<file path="config.mk">
export PLATFORM = sky130hd
export DESIGN_NAME = arc_io_top
export DESIGN_NICKNAME = d
export VERILOG_FILES = /design/src/arc_pkg.sv /design/src/arc_por.sv /design/src/arc_bus_ctrl.sv /design/src/arc_ioc.sv /design/src/arc_io_top.sv
export SDC_FILE = /design/constraint.sdc
export NUM_CORES = 1
export LEC_CHECK = 0
export BUFFER_PORTS_ARGS = -buffer_cell sky130_fd_sc_hd__buf_2
export CAP_MARGIN = 20
export CORE_ASPECT_RATIO = 2
export CORE_MARGIN = 4
export CORE_UTILIZATION = 44
export DETAILED_ROUTE_END_ITERATION = 12
export GPL_ROUTABILITY_DRIVEN = 0
export HOLD_SLACK_MARGIN = 0.08
export PLACE_DENSITY_LB_ADDON = 0.15
export SYNTH_ARGS = -nofsm -noshare
export SYNTH_HDL_FRONTEND = slang
export SYNTH_HIERARCHICAL = 1
export SYNTH_SLANG_ARGS = --single-unit
</file>
<file path="constraint.sdc">
create_clock -name CLKCPU_I -period 1.3 [get_ports CLKCPU_I]
set_clock_uncertainty 0.05 [all_clocks]
set_input_delay 0.195 -clock CLKCPU_I [delete_from_list [all_inputs] [get_ports CLKCPU_I]]
set_output_delay 0.195 -clock CLKCPU_I [all_outputs]
set_load 0.02 [all_outputs]
</file>
<file path="src/arc_pkg.sv">
package arc_pkg;

	// bus widths
	localparam int ADDR_W = 24;
	localparam int DATA_W = 32;
	localparam int BYTE_W = 8;
	localparam int IDX_W  = 5;
	// i/o controller control port width
	localparam int CTRL_W = 6;

	// word address, byte address bits 25:2
	typedef logic [ADDR_W-1:0] cpu_addr_t;
	typedef logic [DATA_W-1:0] cpu_data_t;
	typedef logic [BYTE_W-1:0] ioc_byte_t;
	// register index, byte address bits 6:2
	typedef logic [IDX_W-1:0]  ioc_index_t;

	// region bounds as word addresses, byte values shifted down by two
	// ram below 32 MB
	localparam cpu_addr_t RAM_LIMIT   = cpu_addr_t'(26'h200_0000 >> 2);
	// rom, top of the 26-bit space
	localparam cpu_addr_t ROM_BASE    = cpu_addr_t'(26'h380_0000 >> 2);
	// one past the last word, so one bit wider than a word address
	localparam logic [ADDR_W:0] ROM_LIMIT = (ADDR_W + 1)'(27'h400_0000 >> 2);
	// i/o controller window
	localparam cpu_addr_t IOC_BASE    = cpu_addr_t'(26'h320_0000 >> 2);
	localparam cpu_addr_t IOC_LIMIT   = cpu_addr_t'(26'h330_0000 >> 2);
	// external latch a, floppy control and led
	localparam cpu_addr_t LATCHA_ADDR = cpu_addr_t'(26'h335_0040 >> 2);

	// reset value of latch a, led on
	localparam ioc_byte_t LATCHA_RESET = 8'hFF;

	// i/o controller register map
	localparam ioc_index_t IOC_CTRL     = 5'd0;
	localparam ioc_index_t IOC_KBD      = 5'd1;
	localparam ioc_index_t IOC_IRQ_STAT = 5'd4;
	localparam ioc_index_t IOC_IRQ_REQ  = 5'd5;
	localparam ioc_index_t IOC_IRQ_MASK = 5'd6;

	// interrupt bits in status, request and mask
	localparam int IRQ_FLYBACK      = 3;
	localparam int IRQ_KBD_TX_EMPTY = 6;
	localparam int IRQ_KBD_RX_FULL  = 7;

	// bus controller states
	typedef enum logic [1:0] {
		BUS_IDLE,
		BUS_MEM_WAIT,
		BUS_REPLY
	} bus_state_e;

endpackage

</file>
<file path="src/arc_por.sv">
`timescale 1ns/1ns

module arc_por #(
	parameter int POR_CYCLES = 16
) (
	input  logic CLKCPU_I,
	input  logic rst_n_i,
	output logic sys_rst_n_o
);

	// wide enough to hold POR_CYCLES
	localparam int CNT_W = $clog2(POR_CYCLES + 1);

	// two stage release synchronizer
	logic [1:0]       sync_q;
	logic [CNT_W-1:0] cnt;

	always_ff @(posedge CLKCPU_I or negedge rst_n_i) begin
		if (!rst_n_i) begin
			sync_q      <= '0;
			cnt         <= '0;
			sys_rst_n_o <= 1'b0;
		end else begin
			sync_q <= {sync_q[0], 1'b1};
			// count once the synchronized release is through
			if (sync_q[1] && !sys_rst_n_o) begin
				if (cnt == CNT_W'(POR_CYCLES - 1)) begin
					sys_rst_n_o <= 1'b1;
				end else begin
					cnt <= cnt + 1'b1;
				end
			end
		end
	end

	// stretched reset only drops when the raw reset does
	a_no_spurious_reset: assert property (@(posedge CLKCPU_I)
		$fell(sys_rst_n_o) |-> !rst_n_i);

endmodule

</file>
<file path="src/arc_bus_ctrl.sv">
`timescale 1ns/1ns

module arc_bus_ctrl (
	input  logic                CLKCPU_I,
	input  logic                rst_n_i,
	// cpu side
	input  logic                cpu_cyc_i,
	input  logic                cpu_stb_i,
	input  logic                cpu_we_i,
	input  logic [3:0]          cpu_sel_i,
	input  arc_pkg::cpu_addr_t  cpu_adr_i,
	input  arc_pkg::cpu_data_t  cpu_dat_i,
	output arc_pkg::cpu_data_t  cpu_dat_o,
	output logic                cpu_ack_o,
	output logic                cpu_err_o,
	// memory side
	output logic                mem_cyc_o,
	output logic                mem_stb_o,
	output logic                mem_we_o,
	output logic [3:0]          mem_sel_o,
	output arc_pkg::cpu_addr_t  mem_adr_o,
	output arc_pkg::cpu_data_t  mem_dat_o,
	input  logic                mem_ack_i,
	input  arc_pkg::cpu_data_t  mem_dat_i,
	// i/o controller side
	output logic                ioc_sel_o,
	output logic                ioc_we_o,
	output arc_pkg::ioc_index_t ioc_idx_o,
	output arc_pkg::ioc_byte_t  ioc_wdata_o,
	input  arc_pkg::ioc_byte_t  ioc_rdata_i,
	// floppy led
	output logic                debug_led_o
);

	arc_pkg::bus_state_e state;

	// request captured on the accepting cycle
	arc_pkg::cpu_addr_t req_adr;
	arc_pkg::cpu_data_t req_dat;
	logic [3:0]         req_sel;
	logic               req_we;
	// target of the captured request
	logic               req_ioc;
	logic               req_latch;

	logic               mem_req;
	arc_pkg::ioc_byte_t latch_a;

	// decode of the incoming address
	logic                     start;
	logic                     hit_mem;
	logic                     hit_ioc;
	logic                     hit_latch;
	logic [arc_pkg::ADDR_W:0] adr_ext;
	arc_pkg::cpu_data_t       int_rdata;

	// a fresh strobe, not the tail of the one just answered
	assign start = (state == arc_pkg::BUS_IDLE) && cpu_cyc_i && cpu_stb_i &&
		!cpu_ack_o && !cpu_err_o;

	assign adr_ext   = {1'b0, cpu_adr_i};
	assign hit_mem   = (cpu_adr_i < arc_pkg::RAM_LIMIT) ||
		((cpu_adr_i >= arc_pkg::ROM_BASE) && (adr_ext < arc_pkg::ROM_LIMIT));
	assign hit_ioc   = (cpu_adr_i >= arc_pkg::IOC_BASE) && (cpu_adr_i < arc_pkg::IOC_LIMIT);
	assign hit_latch = (cpu_adr_i == arc_pkg::LATCHA_ADDR);

	// control fsm
	always_ff @(posedge CLKCPU_I or negedge rst_n_i) begin
		if (!rst_n_i) begin
			state     <= arc_pkg::BUS_IDLE;
			cpu_ack_o <= 1'b0;
			cpu_err_o <= 1'b0;
			mem_req   <= 1'b0;
			req_ioc   <= 1'b0;
			req_latch <= 1'b0;
			latch_a   <= arc_pkg::LATCHA_RESET;
		end else begin
			// replies are one cycle pulses
			cpu_ack_o <= 1'b0;
			cpu_err_o <= 1'b0;
			case (state)
				arc_pkg::BUS_IDLE: begin
					if (start) begin
						req_ioc   <= hit_ioc;
						req_latch <= hit_latch;
						if (hit_mem) begin
							mem_req <= 1'b1;
							state   <= arc_pkg::BUS_MEM_WAIT;
						end else begin
							state <= arc_pkg::BUS_REPLY;
						end
					end
				end
				arc_pkg::BUS_MEM_WAIT: begin
					// memory may stall as long as it likes
					if (mem_ack_i) begin
						mem_req   <= 1'b0;
						cpu_ack_o <= 1'b1;
						state     <= arc_pkg::BUS_IDLE;
					end
				end
				arc_pkg::BUS_REPLY: begin
					// unmapped space gets an error
					if (req_ioc || req_latch) begin
						cpu_ack_o <= 1'b1;
					end else begin
						cpu_err_o <= 1'b1;
					end
					if (req_latch && req_we) begin
						latch_a <= req_dat[23:16];
					end
					state <= arc_pkg::BUS_IDLE;
				end
				default: state <= arc_pkg::BUS_IDLE;
			endcase
		end
	end

	// internal read data, ioc byte on every lane
	assign int_rdata = req_ioc ? {4{ioc_rdata_i}} :
		req_latch ? {24'h0, latch_a} : '0;

	// request and read data registers
	always_ff @(posedge CLKCPU_I) begin
		if (start) begin
			req_adr <= cpu_adr_i;
			req_dat <= cpu_dat_i;
			req_sel <= cpu_sel_i;
			req_we  <= cpu_we_i;
		end
		if ((state == arc_pkg::BUS_MEM_WAIT) && mem_ack_i) begin
			cpu_dat_o <= mem_dat_i;
		end else if (state == arc_pkg::BUS_REPLY) begin
			cpu_dat_o <= int_rdata;
		end
	end

	// memory port, straight from the captured request
	assign mem_cyc_o = mem_req;
	assign mem_stb_o = mem_req;
	assign mem_we_o  = req_we;
	assign mem_sel_o = req_sel;
	assign mem_adr_o = req_adr;
	assign mem_dat_o = req_dat;

	// ioc select lasts the single reply cycle
	assign ioc_sel_o   = (state == arc_pkg::BUS_REPLY) && req_ioc;
	assign ioc_we_o    = req_we;
	assign ioc_idx_o   = req_adr[arc_pkg::IDX_W-1:0];
	assign ioc_wdata_o = req_dat[23:16];

	// led off only when both drive select bits are low
	assign debug_led_o = latch_a[6] | latch_a[0];

	a_ack_err_excl: assert property (@(posedge CLKCPU_I) disable iff (!rst_n_i)
		!(cpu_ack_o && cpu_err_o));

	a_mem_stb_wait: assert property (@(posedge CLKCPU_I) disable iff (!rst_n_i)
		mem_stb_o |-> (state == arc_pkg::BUS_MEM_WAIT));

endmodule

</file>
<file path="src/arc_ioc.sv">
`timescale 1ns/1ns

module arc_ioc (
	input  logic                      CLKCPU_I,
	input  logic                      rst_n_i,
	// register access from the bus controller
	input  logic                      sel_i,
	input  logic                      we_i,
	input  arc_pkg::ioc_index_t       idx_i,
	input  arc_pkg::ioc_byte_t        wdata_i,
	output arc_pkg::ioc_byte_t        rdata_o,
	// control port
	output logic [arc_pkg::CTRL_W-1:0] ctrl_o,
	// video flyback
	input  logic                      flyback_i,
	// keyboard link
	output arc_pkg::ioc_byte_t        kbd_out_data_o,
	output logic                      kbd_out_strobe_o,
	input  arc_pkg::ioc_byte_t        kbd_in_data_i,
	input  logic                      kbd_in_strobe_i,
	// interrupt to the cpu
	output logic                      irq_o
);

	arc_pkg::ioc_byte_t rx_data;
	arc_pkg::ioc_byte_t irq_mask;
	arc_pkg::ioc_byte_t irq_stat;
	logic               rx_full;
	logic               tx_empty;
	logic               fly_stat;
	logic               flyback_q;

	// register strobes
	logic               wr_ctrl;
	logic               wr_kbd;
	logic               rd_kbd;
	logic               wr_req;
	logic               wr_mask;
	logic               fly_edge;

	assign wr_ctrl  = sel_i && we_i && (idx_i == arc_pkg::IOC_CTRL);
	assign wr_kbd   = sel_i && we_i && (idx_i == arc_pkg::IOC_KBD);
	assign rd_kbd   = sel_i && !we_i && (idx_i == arc_pkg::IOC_KBD);
	assign wr_req   = sel_i && we_i && (idx_i == arc_pkg::IOC_IRQ_REQ);
	assign wr_mask  = sel_i && we_i && (idx_i == arc_pkg::IOC_IRQ_MASK);
	assign fly_edge = flyback_i && !flyback_q;

	// raw status with unused bits reading zero
	always_comb begin
		irq_stat = '0;
		irq_stat[arc_pkg::IRQ_FLYBACK]      = fly_stat;
		irq_stat[arc_pkg::IRQ_KBD_TX_EMPTY] = tx_empty;
		irq_stat[arc_pkg::IRQ_KBD_RX_FULL]  = rx_full;
	end

	always_ff @(posedge CLKCPU_I or negedge rst_n_i) begin
		if (!rst_n_i) begin
			ctrl_o           <= '1;
			irq_mask         <= '0;
			rx_full          <= 1'b0;
			tx_empty         <= 1'b1;
			fly_stat         <= 1'b0;
			flyback_q        <= 1'b0;
			kbd_out_strobe_o <= 1'b0;
			irq_o            <= 1'b0;
		end else begin
			flyback_q <= flyback_i;
			if (wr_ctrl) begin
				ctrl_o <= wdata_i[arc_pkg::CTRL_W-1:0];
			end
			if (wr_mask) begin
				irq_mask <= wdata_i;
			end
			// transmit strobe goes out the cycle after the write
			kbd_out_strobe_o <= wr_kbd;
			if (wr_kbd) begin
				tx_empty <= 1'b0;
			end else if (kbd_out_strobe_o) begin
				tx_empty <= 1'b1;
			end
			// new byte wins over a read in the same cycle
			if (kbd_in_strobe_i) begin
				rx_full <= 1'b1;
			end else if (rd_kbd) begin
				rx_full <= 1'b0;
			end
			// flyback set wins over a clear
			if (fly_edge) begin
				fly_stat <= 1'b1;
			end else if (wr_req && wdata_i[arc_pkg::IRQ_FLYBACK]) begin
				fly_stat <= 1'b0;
			end
			irq_o <= |(irq_stat & irq_mask);
		end
	end

	// keyboard data bytes
	always_ff @(posedge CLKCPU_I) begin
		if (wr_kbd) begin
			kbd_out_data_o <= wdata_i;
		end
		if (kbd_in_strobe_i) begin
			rx_data <= kbd_in_data_i;
		end
	end

	// register read mux
	always_comb begin
		case (idx_i)
			arc_pkg::IOC_CTRL:     rdata_o = {2'b00, ctrl_o};
			arc_pkg::IOC_KBD:      rdata_o = rx_data;
			arc_pkg::IOC_IRQ_STAT: rdata_o = irq_stat;
			arc_pkg::IOC_IRQ_REQ:  rdata_o = irq_stat & irq_mask;
			arc_pkg::IOC_IRQ_MASK: rdata_o = irq_mask;
			default:               rdata_o = '0;
		endcase
	end

	a_kbd_strobe_pulse: assert property (@(posedge CLKCPU_I) disable iff (!rst_n_i)
		kbd_out_strobe_o |=> !kbd_out_strobe_o);

endmodule

</file>
<file path="src/arc_io_top.sv">
`timescale 1ns/1ns

module arc_io_top #(
	parameter int POR_CYCLES = 16
) (
	input  logic                       CLKCPU_I,
	input  logic                       rst_n_i,
	// cpu bus
	input  logic                       cpu_cyc_i,
	input  logic                       cpu_stb_i,
	input  logic                       cpu_we_i,
	input  logic [3:0]                 cpu_sel_i,
	input  arc_pkg::cpu_addr_t         cpu_adr_i,
	input  arc_pkg::cpu_data_t         cpu_dat_i,
	output arc_pkg::cpu_data_t         cpu_dat_o,
	output logic                       cpu_ack_o,
	output logic                       cpu_err_o,
	output logic                       cpu_irq_o,
	// external memory
	output logic                       mem_cyc_o,
	output logic                       mem_stb_o,
	output logic                       mem_we_o,
	output logic [3:0]                 mem_sel_o,
	output arc_pkg::cpu_addr_t         mem_adr_o,
	output arc_pkg::cpu_data_t         mem_dat_o,
	input  logic                       mem_ack_i,
	input  arc_pkg::cpu_data_t         mem_dat_i,
	// video flyback and keyboard
	input  logic                       flyback_i,
	output arc_pkg::ioc_byte_t         kbd_out_data_o,
	output logic                       kbd_out_strobe_o,
	input  arc_pkg::ioc_byte_t         kbd_in_data_i,
	input  logic                       kbd_in_strobe_i,
	// control port and floppy led
	output logic [arc_pkg::CTRL_W-1:0] ioc_ctrl_o,
	output logic                       debug_led_o
);

	// stretched reset for the whole subsystem
	logic                sys_rst_n;
	// bus controller to ioc
	logic                ioc_sel;
	logic                ioc_we;
	arc_pkg::ioc_index_t ioc_idx;
	arc_pkg::ioc_byte_t  ioc_wdata;
	arc_pkg::ioc_byte_t  ioc_rdata;

	arc_por #(
		.POR_CYCLES(POR_CYCLES)
	) por_i (
		.CLKCPU_I    (CLKCPU_I),
		.rst_n_i     (rst_n_i),
		.sys_rst_n_o (sys_rst_n)
	);

	arc_bus_ctrl bus_i (
		.CLKCPU_I    (CLKCPU_I),
		.rst_n_i     (sys_rst_n),
		.cpu_cyc_i   (cpu_cyc_i),
		.cpu_stb_i   (cpu_stb_i),
		.cpu_we_i    (cpu_we_i),
		.cpu_sel_i   (cpu_sel_i),
		.cpu_adr_i   (cpu_adr_i),
		.cpu_dat_i   (cpu_dat_i),
		.cpu_dat_o   (cpu_dat_o),
		.cpu_ack_o   (cpu_ack_o),
		.cpu_err_o   (cpu_err_o),
		.mem_cyc_o   (mem_cyc_o),
		.mem_stb_o   (mem_stb_o),
		.mem_we_o    (mem_we_o),
		.mem_sel_o   (mem_sel_o),
		.mem_adr_o   (mem_adr_o),
		.mem_dat_o   (mem_dat_o),
		.mem_ack_i   (mem_ack_i),
		.mem_dat_i   (mem_dat_i),
		.ioc_sel_o   (ioc_sel),
		.ioc_we_o    (ioc_we),
		.ioc_idx_o   (ioc_idx),
		.ioc_wdata_o (ioc_wdata),
		.ioc_rdata_i (ioc_rdata),
		.debug_led_o (debug_led_o)
	);

	arc_ioc ioc_i (
		.CLKCPU_I         (CLKCPU_I),
		.rst_n_i          (sys_rst_n),
		.sel_i            (ioc_sel),
		.we_i             (ioc_we),
		.idx_i            (ioc_idx),
		.wdata_i          (ioc_wdata),
		.rdata_o          (ioc_rdata),
		.ctrl_o           (ioc_ctrl_o),
		.flyback_i        (flyback_i),
		.kbd_out_data_o   (kbd_out_data_o),
		.kbd_out_strobe_o (kbd_out_strobe_o),
		.kbd_in_data_i    (kbd_in_data_i),
		.kbd_in_strobe_i  (kbd_in_strobe_i),
		.irq_o            (cpu_irq_o)
	);

endmodule

</file>
### Word-level counts from Yosys, hierarchy flattened

Index checks and enable logic that the tools add are counted.

| operators by class | value |
|---|---|
| add/subtract/negate cells | 1 |
| $mul | 0 |
| div/mod/pow operators | 0 |
| order comparisons | 5 |
| eq/ne operators | 11 |
| shifts and indexed selects | 0 |
| multiplexer cells | 24 |
| bitwise operators | 3 |
| reduce and logical (&&, ||, !) cells | 40 |

Operators with widths:

| kind | count |
|---|---|
| 2-to-1 mux 32 bit | 3 |
| >= comparator 24 bit, second input constant | 2 |
| < comparator 24 bit, second input constant | 2 |
| case mux 8 bit (5 select lines) | 1 |
| < comparator 24 x 25 -> 1 bit, second input constant | 1 |
| equality test 24 bit, second input constant | 1 |
| logical AND 1 bit | 19 |
| equality test 5 x 3 -> 1 bit, second input constant | 3 |
| 2-to-1 mux 1 bit | 13 |
| AND reduction 2 bit | 5 |
| nonzero test 2 bit | 5 |
| AND 8 bit | 1 |
| 2-to-1 mux 8 bit | 1 |
| OR reduction 8 bit | 1 |
| 2-to-1 mux 2 bit | 3 |
| adder 5 x 1 -> 5 bit, second input constant | 1 |
| equality test 5 x 1 -> 1 bit, second input constant | 1 |
| equality test 5 x 4 -> 1 bit, second input constant | 1 |
| logical NOT 1 bit | 5 |
| logical NOT 5 bit | 1 |
| != test 2 x 1 -> 1 bit, second input constant | 2 |
| case mux 1 bit (2 select lines) | 2 |
| case mux 2 bit (2 select lines) | 1 |
| AND reduction 4 bit | 1 |
| 7 further kinds | 8 |

| word-level totals | value |
|---|---|
| register bits | 152 |
| bits in latches | 0 |
| memory bits (writable) | 0 |
| ROM bits | 0 |
| input port bits | 108 |
| output and inout port bits | 114 |
| logic and storage cells | 109 |
| memories | 0 |

### Longest topological paths before layout

Gate-level depths: netlist of run 1.

| depth | value |
|---|---|
| depth in word-level cells | 7 |
| gate-level depth with buffers | 7 |
| mapped depth without buffers | 6 |

### By module

The synthesis of run 1 kept the hierarchy.

By module, submodules not included:

| module | times used | cells each | area an instance (um^2) | seq. area each (um^2) |
|---|---|---|---|---|
| arc_bus_ctrl | 1 | 237 | 4072.7 | 3178.0 |
| arc_ioc | 1 | 102 | 1532.7 | 989.7 |
| arc_por | 1 | 22 | 324.1 | 200.2 |

### Worst setup path before layout of run 1

No wires, ideal clock.

| path | value |
|---|---|
| path type | register to register |
| start | reg bus_i.state[0] |
| end | reg bus_i.req_we, in the netlist bus_i/ioc_we_o, enable pin |
| setup time | 0.416 ns |
| arrival | 2.037 ns |
| required time | 0.834 ns |
| path slack | -1.202 ns |
| cell stages (with the launch flop) | 5 |
| path buffers | 0 |
| clock period less this slack | 2.502 ns |
| path through | dfrtp_1 -> inv_1 -> ha_1 -> nand4_2 -> inv_1 |

| on the way | value |
|---|---|
| word-level cells in the longest chain between the ends | 5 |

RTL lines:

| element | RTL line | RTL |
|---|---|---|
| from (decl) | arc_bus_ctrl.sv:35 | `arc_pkg::bus_state_e state;` |
| from (signal assigned) | arc_bus_ctrl.sv:70 | `state <= arc_pkg::BUS_IDLE;` |
| from (signal assigned) | arc_bus_ctrl.sv:88 | `state <= arc_pkg::BUS_MEM_WAIT;` |
| from (signal assigned) | arc_bus_ctrl.sv:90 | `state <= arc_pkg::BUS_REPLY;` |
| logical NOT 2 bit | arc_bus_ctrl.sv:58 | `assign start = (state == arc_pkg::BUS_IDLE) && cpu_cyc_i && cpu_stb_i &&` |
| logical AND 1 bit (3 in series) | arc_bus_ctrl.sv:58 |  |
| logical AND 1 bit | arc_bus_ctrl.sv:59 | `!cpu_ack_o && !cpu_err_o;` |
| named net bus_i.start | arc_bus_ctrl.sv:50 | `logic start;` |
| to (signal assigned) | arc_bus_ctrl.sv:129 | `req_we <= cpu_we_i;` |
| to (decl) | arc_bus_ctrl.sv:41 | `logic req_we;` |

The timed path passes the listed nets, and every way through them passes these cells.
A chain may end at the register's enable or synchronous reset.

### Worst setup path in the final report of run 1

| path | value |
|---|---|
| start | reg bus_i.req_adr[0], in the netlist bus_i/mem_adr_o[0] |
| end | reg bus_i.cpu_dat_o[10] (data pin) |

| on the way | value |
|---|---|
| word-level cells in the longest chain between the ends | 5 |
| elaborated cells between the ends (all ways) | 9 |
| classes of those cells | eq/ne (4); mux (4); reduce/logical (1) |

RTL lines:

| element | RTL line | RTL |
|---|---|---|
| from (decl) | arc_bus_ctrl.sv:38 | `arc_pkg::cpu_addr_t req_adr;` |
| from (signal assigned) | arc_bus_ctrl.sv:126 | `req_adr <= cpu_adr_i;` |
| equality test 5 x 3 -> 1 bit (tied with other cells) | arc_ioc.sv:109 | `case (idx_i)` |
| case mux 8 bit (5 select lines) * | arc_ioc.sv:109 |  |
| named net ioc_rdata[2] | arc_io_top.sv:46 | `arc_pkg::ioc_byte_t ioc_rdata;` |
| 2-to-1 mux 32 bit * | arc_bus_ctrl.sv:120 | `assign int_rdata = req_ioc ? {4{ioc_rdata_i}} :` |
| 2-to-1 mux 32 bit * | arc_bus_ctrl.sv:133 | `end else if (state == arc_pkg::BUS_REPLY) begin` |
| 2-to-1 mux 32 bit * | arc_bus_ctrl.sv:131 | `if ((state == arc_pkg::BUS_MEM_WAIT) && mem_ack_i) begin` |
| to (signal assigned) | arc_bus_ctrl.sv:132 | `cpu_dat_o <= mem_dat_i;` |
| to (signal assigned) | arc_bus_ctrl.sv:134 | `cpu_dat_o <= int_rdata;` |
| to (decl) | arc_bus_ctrl.sv:13 | `output arc_pkg::cpu_data_t cpu_dat_o,` |

Mark *: on every way through the listed nets, which the timed path passes. The rest lies on a longest branch. The select of a mux whose other input is x is not followed.

==> flow_summary.yaml, run 1 <==
sta:
  clock.fmax_mhz: 533
  hold_viol: 0
  tightest_slew_ns: 0.618
  slew_headroom_pct: 58.6
  slew_violations: 0
  grt_setup_unrepaired: "true"
  fin_tns_setup_ns: -64.93
  setup_viol_count_final: 185
  timing.final.ws_setup_ns: -0.575
  whs_ns: 0.0988
  post-route-period-util_pct: 144
  min_period_ns: 1.87
yosys:
  synth_seq_cells: 152
  ys_seq_area_share_pct: 73.7
  ys_async_sr_fraction_pct: 28.3
  synth_edf_count: 109
  synth_top_area_share_pct: 55.2
  avgSynthCellArea_um2: 16.4
  synth_ff_type: "edfxtp_1"
  yosys.area.top_type: "edfxtp_1"
  syn-num-nets: 474
  synth.area.top_cells: "edfxtp_1 55%, dfrtp_1 12%, dfstp_2 6.6%"
  yosysWarnings: 6
  synth_cell_types: 55
  postSynthCellCount: 361
  synth_area_um2: 5930
final_layout:
  synthToLayoutAreaGrowth_pct: 81.6
  final_util_pct: 81.9
  drive_gt1_share_pct: 59.7
  final_cell_area_um2: 10800
  multi_input_area_um2: 1900
  fill_cells: 688
  final_cell_mix: "205 x buf_2, 109 x edfxtp_1, 103 x dlygate4sd3_1, 69 x buf_4, 47 x buf_6"
  regArea_um2: 4370
  layout_commonest_cell: "buf_2"
  antenna_cells: 0
  layout.nets: 919
worst_setup_path:
  crit_slowest_cell: "edfxtp_1"
  cp.required_ns: 1.54
  slowest_delay_ns: 0.45
  crit_fanout: 5
  critical_path_class: "reg2reg"
  critPathBufInv: 1
  cpLargestDelayFamily: "simple AND/OR/NAND/NOR gates"
  reg2reg_depth: 6
  path_cells: "buf_6 > nor4b_4 > and2_4 > o2bb2ai_4 > and3_4 > a21o_1"
  cp.arrival_ns: 2.11
  reg2reg_slack_ns: -0.57
  start_kind: "flip-flop"
  r2r-start: "bus_i/mem_adr_o[0]"
  cp-end-kind: "flip-flop"
  r2r-end: "bus_i/cpu_dat_o[10]"
cts:
  clkSinkCount: 152
  cts_buffers: 17
  path_clk_slew_ns: 0.07
  root_buffer: "clkbuf_16"
  cts_tree: "yes"
  h-tree-depth: 4
  clk_latency_ns: 0.41
  cts_buffer_depth: 2
power:
  power_density_nw_per_um2: 1710
  p_leak_uw: 0.00484
  vdd_drop_max_mv: 1.34
min_path:
  hold_path.class: "in2async"
status:
  violations: "negative setup slack"
  outcome: "complete, but fails checks"
routing:
  drc: 0
  vias: 4932
  first_pass_iters: 4
  viasPerCell: 5.08
  antenna_left: 0
  wire_per_inst_um: 20.3
  drtIter0Drc: 186
  drt-total-wl_mm: 19.7
die:
  rows: 59
  die_width_um: 90.1
  core_um2: 13100
  num_io_pins: 222
  die-area_um2: 15500
  die_h_um: 172
  start_util_pct: 45.1
global_routing:
  overflow: 0
  grt_pass1_vias: 5528
  grt_use_total_pct: 25.2
  grt_first_pass_wirelength_mm: 29.8
  grt_max_degree: 36
  grt_antenna_before_repair: 0
placement:
  postPlaceCellArea_um2: 7990
  io_buffer_count: 221
  hpwl_mm: 11.5
flow_run:
  cap_violations: 0
-- worst register-to-register path: cells and delay by family (launching register included) --
| family | cells | cell delay [ns] |
|---|---|---|
| buffers and inverters | 1 | 0.16 |
| AOI/OAI and AO/OA | 2 | 0.25 |
| and+or+nand+nor | 3 | 0.84 |
| DFF | 1 | 0.45 |
-- per-layer routing --
layer	track usage, %	wire length [um]	share of wire [%]	vias up
met5	0	0	0	-
met4	10.1	548	2.8	0
met3	6.27	1150	5.8	32
met2	50.4	11700	59	226
met1	24.1	6370	32	2417
li1	-	-	-	2257
-- final cells by class --
type	count	share of cell area [%]
tap	152	1.77
clock inverter	15	1.67
inverter	6	0.244
clock buffer	17	3.95
sequential	152	40.6
multi-input combinational	177	17.6
timing repair buffer	452	34.2
-- Yosys cell counts (5+ instances only) --
master,instances
nor2_1,18
nand2_1,11
inv_1,6
ha_1,5
edfxtp_1,109
a221oi_1,8
a21o_1,26
mux2_2,24
o2bb2ai_1,6
clkbuf_1,7
and3_1,9
mux2i_1,7
dfrtp_1,28
nor3b_1,5
dfstp_2,15
buf_4,15
-- logic make-up after synthesis --
logic type      Yosys count  synth area share [%]
compound gates           57                  7.66
other cells               1                0.0632
xor+xnor                  3                 0.443
fa+ha+maj                 5                  1.06
simple gates             79                  8.15
buf+inv                  33                  3.23
flops                   152                  73.7
mux                      31                  5.74
-- sequential cells by signal (all words and copies together), names as in the netlist, 4 cells and up --
name / count
bus_i/mem_dat_o: 32
bus_i/cpu_dat_o: 32
ioc_i/kbd_out_data_o: 8
bus_i/latch_a: 8
ioc_i/ctrl_o: 6
ioc_i/rx_data: 8
por_i/cnt: 5
bus_i/mem_adr_o: 24
bus_i/mem_sel_o: 4
ioc_i/irq_mask: 8
-- metrics by stage --
stage	setup slack [ns]	total power, uW	instances
detailed placement	-0.554	11200	774
CTS	-0.519	18100	954
global placement	-0.480	11100	774
floorplan	-0.710	9380	361
global route	-0.643	19100	971
finish	-0.575	18400	971
-- what timing repair did --
| action | 4_1_cts | 5_1_grt |
|---|---|---|
| gates cloned | 10 | 2 |
| resized for setup | 104 | 41 |
| pin swaps | 24 | 17 |
| hold endpoints to repair | 113 | 0 |
| buffers inserted | 35 | 28 |
| hold buffers | 103 | 0 |
| endpoints found under the setup margin | 191 | 187 |
-- worst max path at each step --
stage	startpoint	endpoint	slack (ns)	cells past startpoint
5_1_grt	bus_i/mem_adr_o[0]	bus_i/cpu_dat_o[10]	-0.64	6
6_report	bus_i/mem_adr_o[0]	bus_i/cpu_dat_o[10]	-0.57	6
4_1_cts	bus_i/mem_adr_o[3]	bus_i/cpu_dat_o[24]	-0.52	5
3_3_place_gp	bus_i/mem_adr_o[3]	ioc_i/irq_mask[5]	-0.48	4
2_1_floorplan	bus_i/state[1]	bus_i/state[1]	-0.71	5
3_5_place_dp	bus_i/mem_adr_o[3]	ioc_i/irq_mask[3]	-0.55	4
-- report_power, final --
group	internal, uW	leakage [uW]	switching (uW)
clock	2770	0.000292	2220
combinational	3290	0.00302	3350
sequential	6390	0.00153	368
total	12400	0.00484	5930
Power figures use the tool's default switching activity.
==> run 2: changes to the inputs <==
==> constraint.sdc (replaced) <==
create_clock -name CLKCPU_I -period 1.6 [get_ports CLKCPU_I]
set_clock_uncertainty 0.05 [all_clocks]
set_input_delay 0.24 -clock CLKCPU_I [delete_from_list [all_inputs] [get_ports CLKCPU_I]]
set_output_delay 0.24 -clock CLKCPU_I [all_outputs]
set_load 0.02 [all_outputs]
==> run 2 against run 1 <==
The flow still finishes with violations (negative setup slack); worst setup slack improved by 0.30 ns; maximum frequency rose by 0.21%; non-clock buffer count down 67; critical endpoint is now bus_i/cpu_dat_o[13].
==> flow_summary.yaml, run 2 (synthesis results as in run 1) <==
status:
  outcome: "complete, but fails checks"
  violations: "negative setup slack"
worst_setup_path:
  r2r-end: "bus_i/cpu_dat_o[13]"
  slowest_delay_ns: 0.65
  crit_slowest_cell: "or4_4"
  critical_path_class: "reg2reg"
  reg2reg_depth: 5
  critPathBufInv: 1
  path_cells: "or4_4 > buf_6 > o2bb2ai_4 > and3_4 > a21o_1"
  cpLargestDelayFamily: "simple AND/OR/NAND/NOR gates"
  crit_fanout: 6
  reg2reg_slack_ns: -0.27
  cp.required_ns: 1.84
  cp.arrival_ns: 2.11
  start_kind: "flip-flop"
  cp-end-kind: "flip-flop"
  r2r-start: "bus_i/mem_adr_o[2]"
sta:
  hold_viol: 0
  setup_viol_count_final: 106
  slew_violations: 0
  timing.final.ws_setup_ns: -0.271
  grt_setup_unrepaired: "true"
  slew_headroom_pct: 42.0
  post-route-period-util_pct: 117
  tightest_slew_ns: 0.868
  clock.fmax_mhz: 535
  min_period_ns: 1.87
min_path:
  hold_path.class: "in2reg"
  hold_start: "mem_dat_i[5]"
  hold_depth: 3
  min_to: "bus_i/cpu_dat_o[5]"
cts:
  clk_latency_ns: 0.42
  cts_tree: "yes"
  root_buffer: "clkbuf_16"
  h-tree-depth: 4
  cts_buffer_depth: 2
  path_clk_slew_ns: 0.07
  cts_buffers: 17
  clkSinkCount: 152
final_layout:
  regArea_um2: 4370
  fill_cells: 838
  final_cells: 903
  layout_commonest_cell: "buf_2"
  synthToLayoutAreaGrowth_pct: 63.5
  layout.nets: 851
  final_cell_mix: "221 x buf_2, 109 x edfxtp_1, 97 x dlygate4sd3_1, 43 x buf_4, 27 x dfrtp_1"
  multi_input_area_um2: 1750
  antenna_cells: 0
  drive_gt1_share_pct: 55.0
placement:
  place_worst_setup_slack_ns: -0.289
  dp_cells: 757
  hpwl_mm: 11.7
  io_buffer_count: 221
power:
  p_leak_uw: 0.00436
  total_power_uw: 13500
  power_density_nw_per_um2: 1390
  vdd_drop_max_mv: 0.955
routing:
  wl_met1_mm: 5.79
  antenna_left: 0
  wl_met2_mm: 10.0
  drt-total-wl_mm: 17.6
  drc: 0
  first_pass_iters: 4
  drtIter0Drc: 150
  vias: 4542
  met3_length_mm: 1.34
  viasPerCell: 5.03
  wire_per_inst_um: 19.5
  highest_layer: "met4"
global_routing:
  grt_antenna_before_repair: 0
  grt_first_pass_wirelength_mm: 26.8
  grt_max_degree: 37
  overflow: 0
  grt_use_total_pct: 22.4
  grt_pass1_vias: 5049
die:
  start_util_pct: 45.1
  die-area_um2: 15500
  core_um2: 13100
  num_io_pins: 222
  die_h_um: 172
  rows: 59
  die_width_um: 90.1
flow_run:
  cap_violations: 0
run 2: cell count changes in the layout (fill, tap and decap cells not counted), moves of 3 or more:
cell / before / now
buf_2: 205 / 221
buf_6: 47 / 12
a221oi_1: 1 / 4
buf_8: 7 / 0
buf_12: 14 / 9
buf_16: 5 / 0
inv_6: 3 / 8
buf_4: 69 / 43
dlygate4sd3_1: 103 / 97
run 2: through the flow:
step,TNS (ns),utilization (%),cell area (um^2),hold WS [ns]
final,-12.53,73.8,9700,0.0885
after global placement,-9.67,59.4,7800,0.0364
after global routing,-17.80,73.8,9700,0.0912
after floorplan,-29.96,-,6250,-0.106
after CTS,-11.00,72.2,9490,0.0847
after detailed placement,-11.22,59.4,7800,0.0438
run 2: area by class of cell:
| cell class | count | area share (%) |
|---|---|---|
| inverters | 6 | 0.271 |
| clock inverters | 15 | 1.55 |
| repair buffers | 385 | 28.8 |
| multi-input cells | 176 | 18.0 |
| flip-flops and latches | 152 | 45.1 |
| well taps | 152 | 1.96 |
| clock buffers | 17 | 4.39 |
run 2: worst max-delay path by stage:
stage	startpoint	endpoint	slack, ns	cells past startpoint
after detailed placement	bus_i/mem_adr_o[0]	bus_i/cpu_dat_o[23]	-0.29	6
after CTS	bus_i/mem_adr_o[4]	bus_i/cpu_dat_o[25]	-0.26	7
after floorplan	bus_i/state[1]	bus_i/state[1]	-0.41	5
after global placement	bus_i/mem_adr_o[0]	bus_i/cpu_dat_o[31]	-0.24	6
final	bus_i/mem_adr_o[2]	bus_i/cpu_dat_o[13]	-0.27	5
after global routing	bus_i/mem_adr_o[2]	bus_i/cpu_dat_o[13]	-0.32	5
run 2: routing by layer:
layer	up-vias	track usage, %
li1	2116	-
met1	2200	21.9
met2	195	43.0
met3	31	7.92
met4	0	8.34
met5	-	0
run 2: what timing repair did:
item | CTS | global route
hold endpoints to repair | 107 | 0
gates resized for setup | 19 | 18
pin swaps | 7 | 11
hold buffers | 97 | 0
endpoints found under the setup margin | 77 | 160
buffers inserted | 8 | 5
gates cloned | 0 | 4
run 2: worst min-delay path: stages:
cell    delay [ns]
buf_2         0.08
nor2_1        0.04
nor2_1        0.09
run 2: power by group:
part / internal, uW / leakage [uW] / total [uW] / switching [uW]
clock: 2090 / 0.000283 / 3910 / 1820
combinational: 1770 / 0.00255 / 4060 / 2290
sequential: 5190 / 0.00153 / 5520 / 332
total: 9050 / 0.00436 / 13500 / 4450
==> run 3: changes to the inputs <==
--- a/config.mk
+++ b/config.mk
@@ -9,7 +9,7 @@
 export CAP_MARGIN = 20
 export CORE_ASPECT_RATIO = 2
 export CORE_MARGIN = 4
-export CORE_UTILIZATION = 44
+export CORE_UTILIZATION = 45
 export DETAILED_ROUTE_END_ITERATION = 12
 export GPL_ROUTABILITY_DRIVEN = 0
 export HOLD_SLACK_MARGIN = 0.08
==> constraint.sdc (replaced) <==
create_clock -name CLKCPU_I -period 1.8 [get_ports CLKCPU_I]
set_clock_uncertainty 0.05 [all_clocks]
set_input_delay 0.27 -clock CLKCPU_I [delete_from_list [all_inputs] [get_ports CLKCPU_I]]
set_output_delay 0.27 -clock CLKCPU_I [all_outputs]
set_load 0.02 [all_outputs]
==> run 3 against run 2 <==
The run still ends with negative setup slack left; clock-buffer cell count is the same; sequential share of layout area grew 2.5 points; final cell count shrank 4.1%; largest power group unchanged; worst setup slack gained 0.22 ns; global-route usage shrank 2.2 points; total power shrank 15%; core utilization shrank 3.1 points; clock power shrank 10%; die area shrank 2.1%; largest cell class unchanged; first-iteration DRC count grew 13%; via count shrank 5.9%; combinational power shrank 24%.
==> flow_summary.yaml, run 3 (synthesis results as in run 1) <==
sta:
  hold_viol: 0
  whs_ns: 0.103
  timing.final.ws_setup_ns: -0.0558
  slew_violations: 0
  clock.fmax_mhz: 539
  tightest_slew_ns: 0.861
  min_period_ns: 1.86
  grt_setup_unrepaired: "true"
  slew_headroom_pct: 42.5
  setup_viol_count_final: 9
  post-route-period-util_pct: 103
cts:
  cts_buffer_depth: 2
  clkSinkCount: 152
  clk_latency_ns: 0.40
  root_buffer: "clkbuf_16"
  path_clk_slew_ns: 0.06
  cts_tree: "yes"
  cts_buffers: 17
  h-tree-depth: 4
final_layout:
  layout_commonest_cell: "buf_2"
  fill_cells: 891
  final_cell_mix: "221 x buf_2, 109 x edfxtp_1, 93 x dlygate4sd3_1, 27 x dfrtp_1, 26 x a21o_1"
  regArea_um2: 4370
  multi_input_area_um2: 1640
  drive_gt1_share_pct: 52.9
  synthToLayoutAreaGrowth_pct: 54.8
  layout.nets: 814
  antenna_cells: 0
worst_setup_path:
  cp.required_ns: 2.08
  start_kind: "flip-flop"
  path_cells: "or4_4 > nor3_4 > buf_12 > mux2_4"
  r2r-start: "bus_i/mem_adr_o[4]"
  startpoint: "bus_i/mem_adr_o[4]"
  crit_slowest_cell: "or4_4"
  cp-end-kind: "flip-flop"
  cpLargestDelayFamily: "simple AND/OR/NAND/NOR gates"
  cp.arrival_ns: 2.14
  slowest_delay_ns: 0.63
  critPathBufInv: 1
  crit_fanout: 7
  critical_path_class: "reg2reg"
routing:
  antenna_left: 0
  wire_per_inst_um: 17.6
  drc: 0
  first_pass_iters: 4
  viasPerCell: 4.94
  vias: 4275
  drtIter0Drc: 169
  drt-total-wl_mm: 15.2
power:
  pwr-share-clk_pct: 30.5
  pwr-share-comb_pct: 26.9
  p_leak_uw: 0.00409
  swShare_pct: 31.3
  internal-power_uw: 7880
  p_switching_uw: 3600
  seq_power_share_pct: 42.6
  power_density_nw_per_um2: 1250
  vdd_drop_max_mv: 0.986
flow_run:
  cap_violations: 0
min_path:
  hold_start: "mem_dat_i[4]"
  hold_path.class: "in2reg"
global_routing:
  overflow: 0
  grt_antenna_before_repair: 0
  grt_pass1_vias: 4686
  grt_max_degree: 53
  grt_first_pass_wirelength_mm: 23.3
  grt_use_total_pct: 20.2
die:
  die-area_um2: 15200
  num_io_pins: 222
  die_width_um: 89.2
  core_um2: 13000
  rows: 59
  start_util_pct: 45.6
  die_h_um: 170
placement:
  hpwl_mm: 10.4
  place_worst_setup_slack_ns: -0.0885
  io_buffer_count: 221
status:
  violations: "negative setup slack"
  outcome: "complete, but fails checks"
## run 3: cell types whose count changed in the layout (fill, tap and decap cells not counted), sizes merged
| cell | delta |
|---|---|
| buf | -31 |
| bufinv | +2 |
| clkbuf | -3 |
| clkinv | +4 |
| clkinvlp | +1 |
| dlygate4sd3 | -4 |
| inv | -7 |
| nand2b | +1 |
## run 3: timing repair
action / 4_1_cts / 5_1_grt
setup buffers: 1 / 7
endpoints found under the setup margin: 38 / 89
gates cloned: 0 / 1
pin swaps: 5 / 16
endpoints found under the hold margin: 100 / 1
gates resized for setup: 6 / 41
hold buffers: 92 / 1
## run 3: worst register-to-register path: stages (launching register included)
cell and delay [ns]:
edfxtp_1 0.46, or4_4 0.63, nor3_4 0.20, buf_12 0.15, mux2_4 0.30
## run 3: final timing paths
path / slack [ns] / to / cells after the start
min in group asynchronous: 0.18 / por_i/sync_q[0] / 2
max reg2reg: -0.06 / ioc_i/ctrl_o[1] / 4
min reg2reg: 0.30 / por_i/sync_q[1] / 0
max: -0.06 / ioc_i/ctrl_o[1] / 4
max in group asynchronous: 1.03 / ioc_i/tx_empty / 1
min: 0.10 / bus_i/cpu_dat_o[4] / 3
## run 3: metrics by stage
step	instance area [um^2]	TNS [ns]	power (uW)	instances	utilization [%]
6_report	9180	-0.382	11500	866	70.6
5_1_grt	9180	-1.93	12000	866	70.6
4_1_cts	8930	-0.742	11400	859	68.7
3_5_place_dp	7380	-1.14	7680	734	56.8
3_3_place_gp	7380	-0.0585	7590	734	56.8
2_1_floorplan	6000	-12.84	6640	361	-
## run 3: power groups by stage
stage | Sequential (uW) | Combinational, uW | Clock [uW]
floorplan | 5620 | 1020 | 0
global placement | 4920 | 2670 | 0
detailed placement | 4950 | 2730 | 0
CTS | 4890 | 2930 | 3580
global route | 4960 | 3360 | 3710
finish | 4890 | 3080 | 3500
## run 3: layout make-up
cell class	instances	area share, %
inverters	6	0.286
multi-input cells	177	17.9
clock inverters	15	1.80
clock buffers	17	4.63
repair buffers	347	25.7
well taps	152	2.07
flip-flops and latches	152	47.6
## run 3: per-layer routing
layer	global-route usage, %	part of all wire [%]	vias up
met5	0	0	-
met4	6.74	1.4	0
met3	6.15	8.2	13
met2	37.6	57	169
met1	20.7	33	2050
li1	-	-	2043
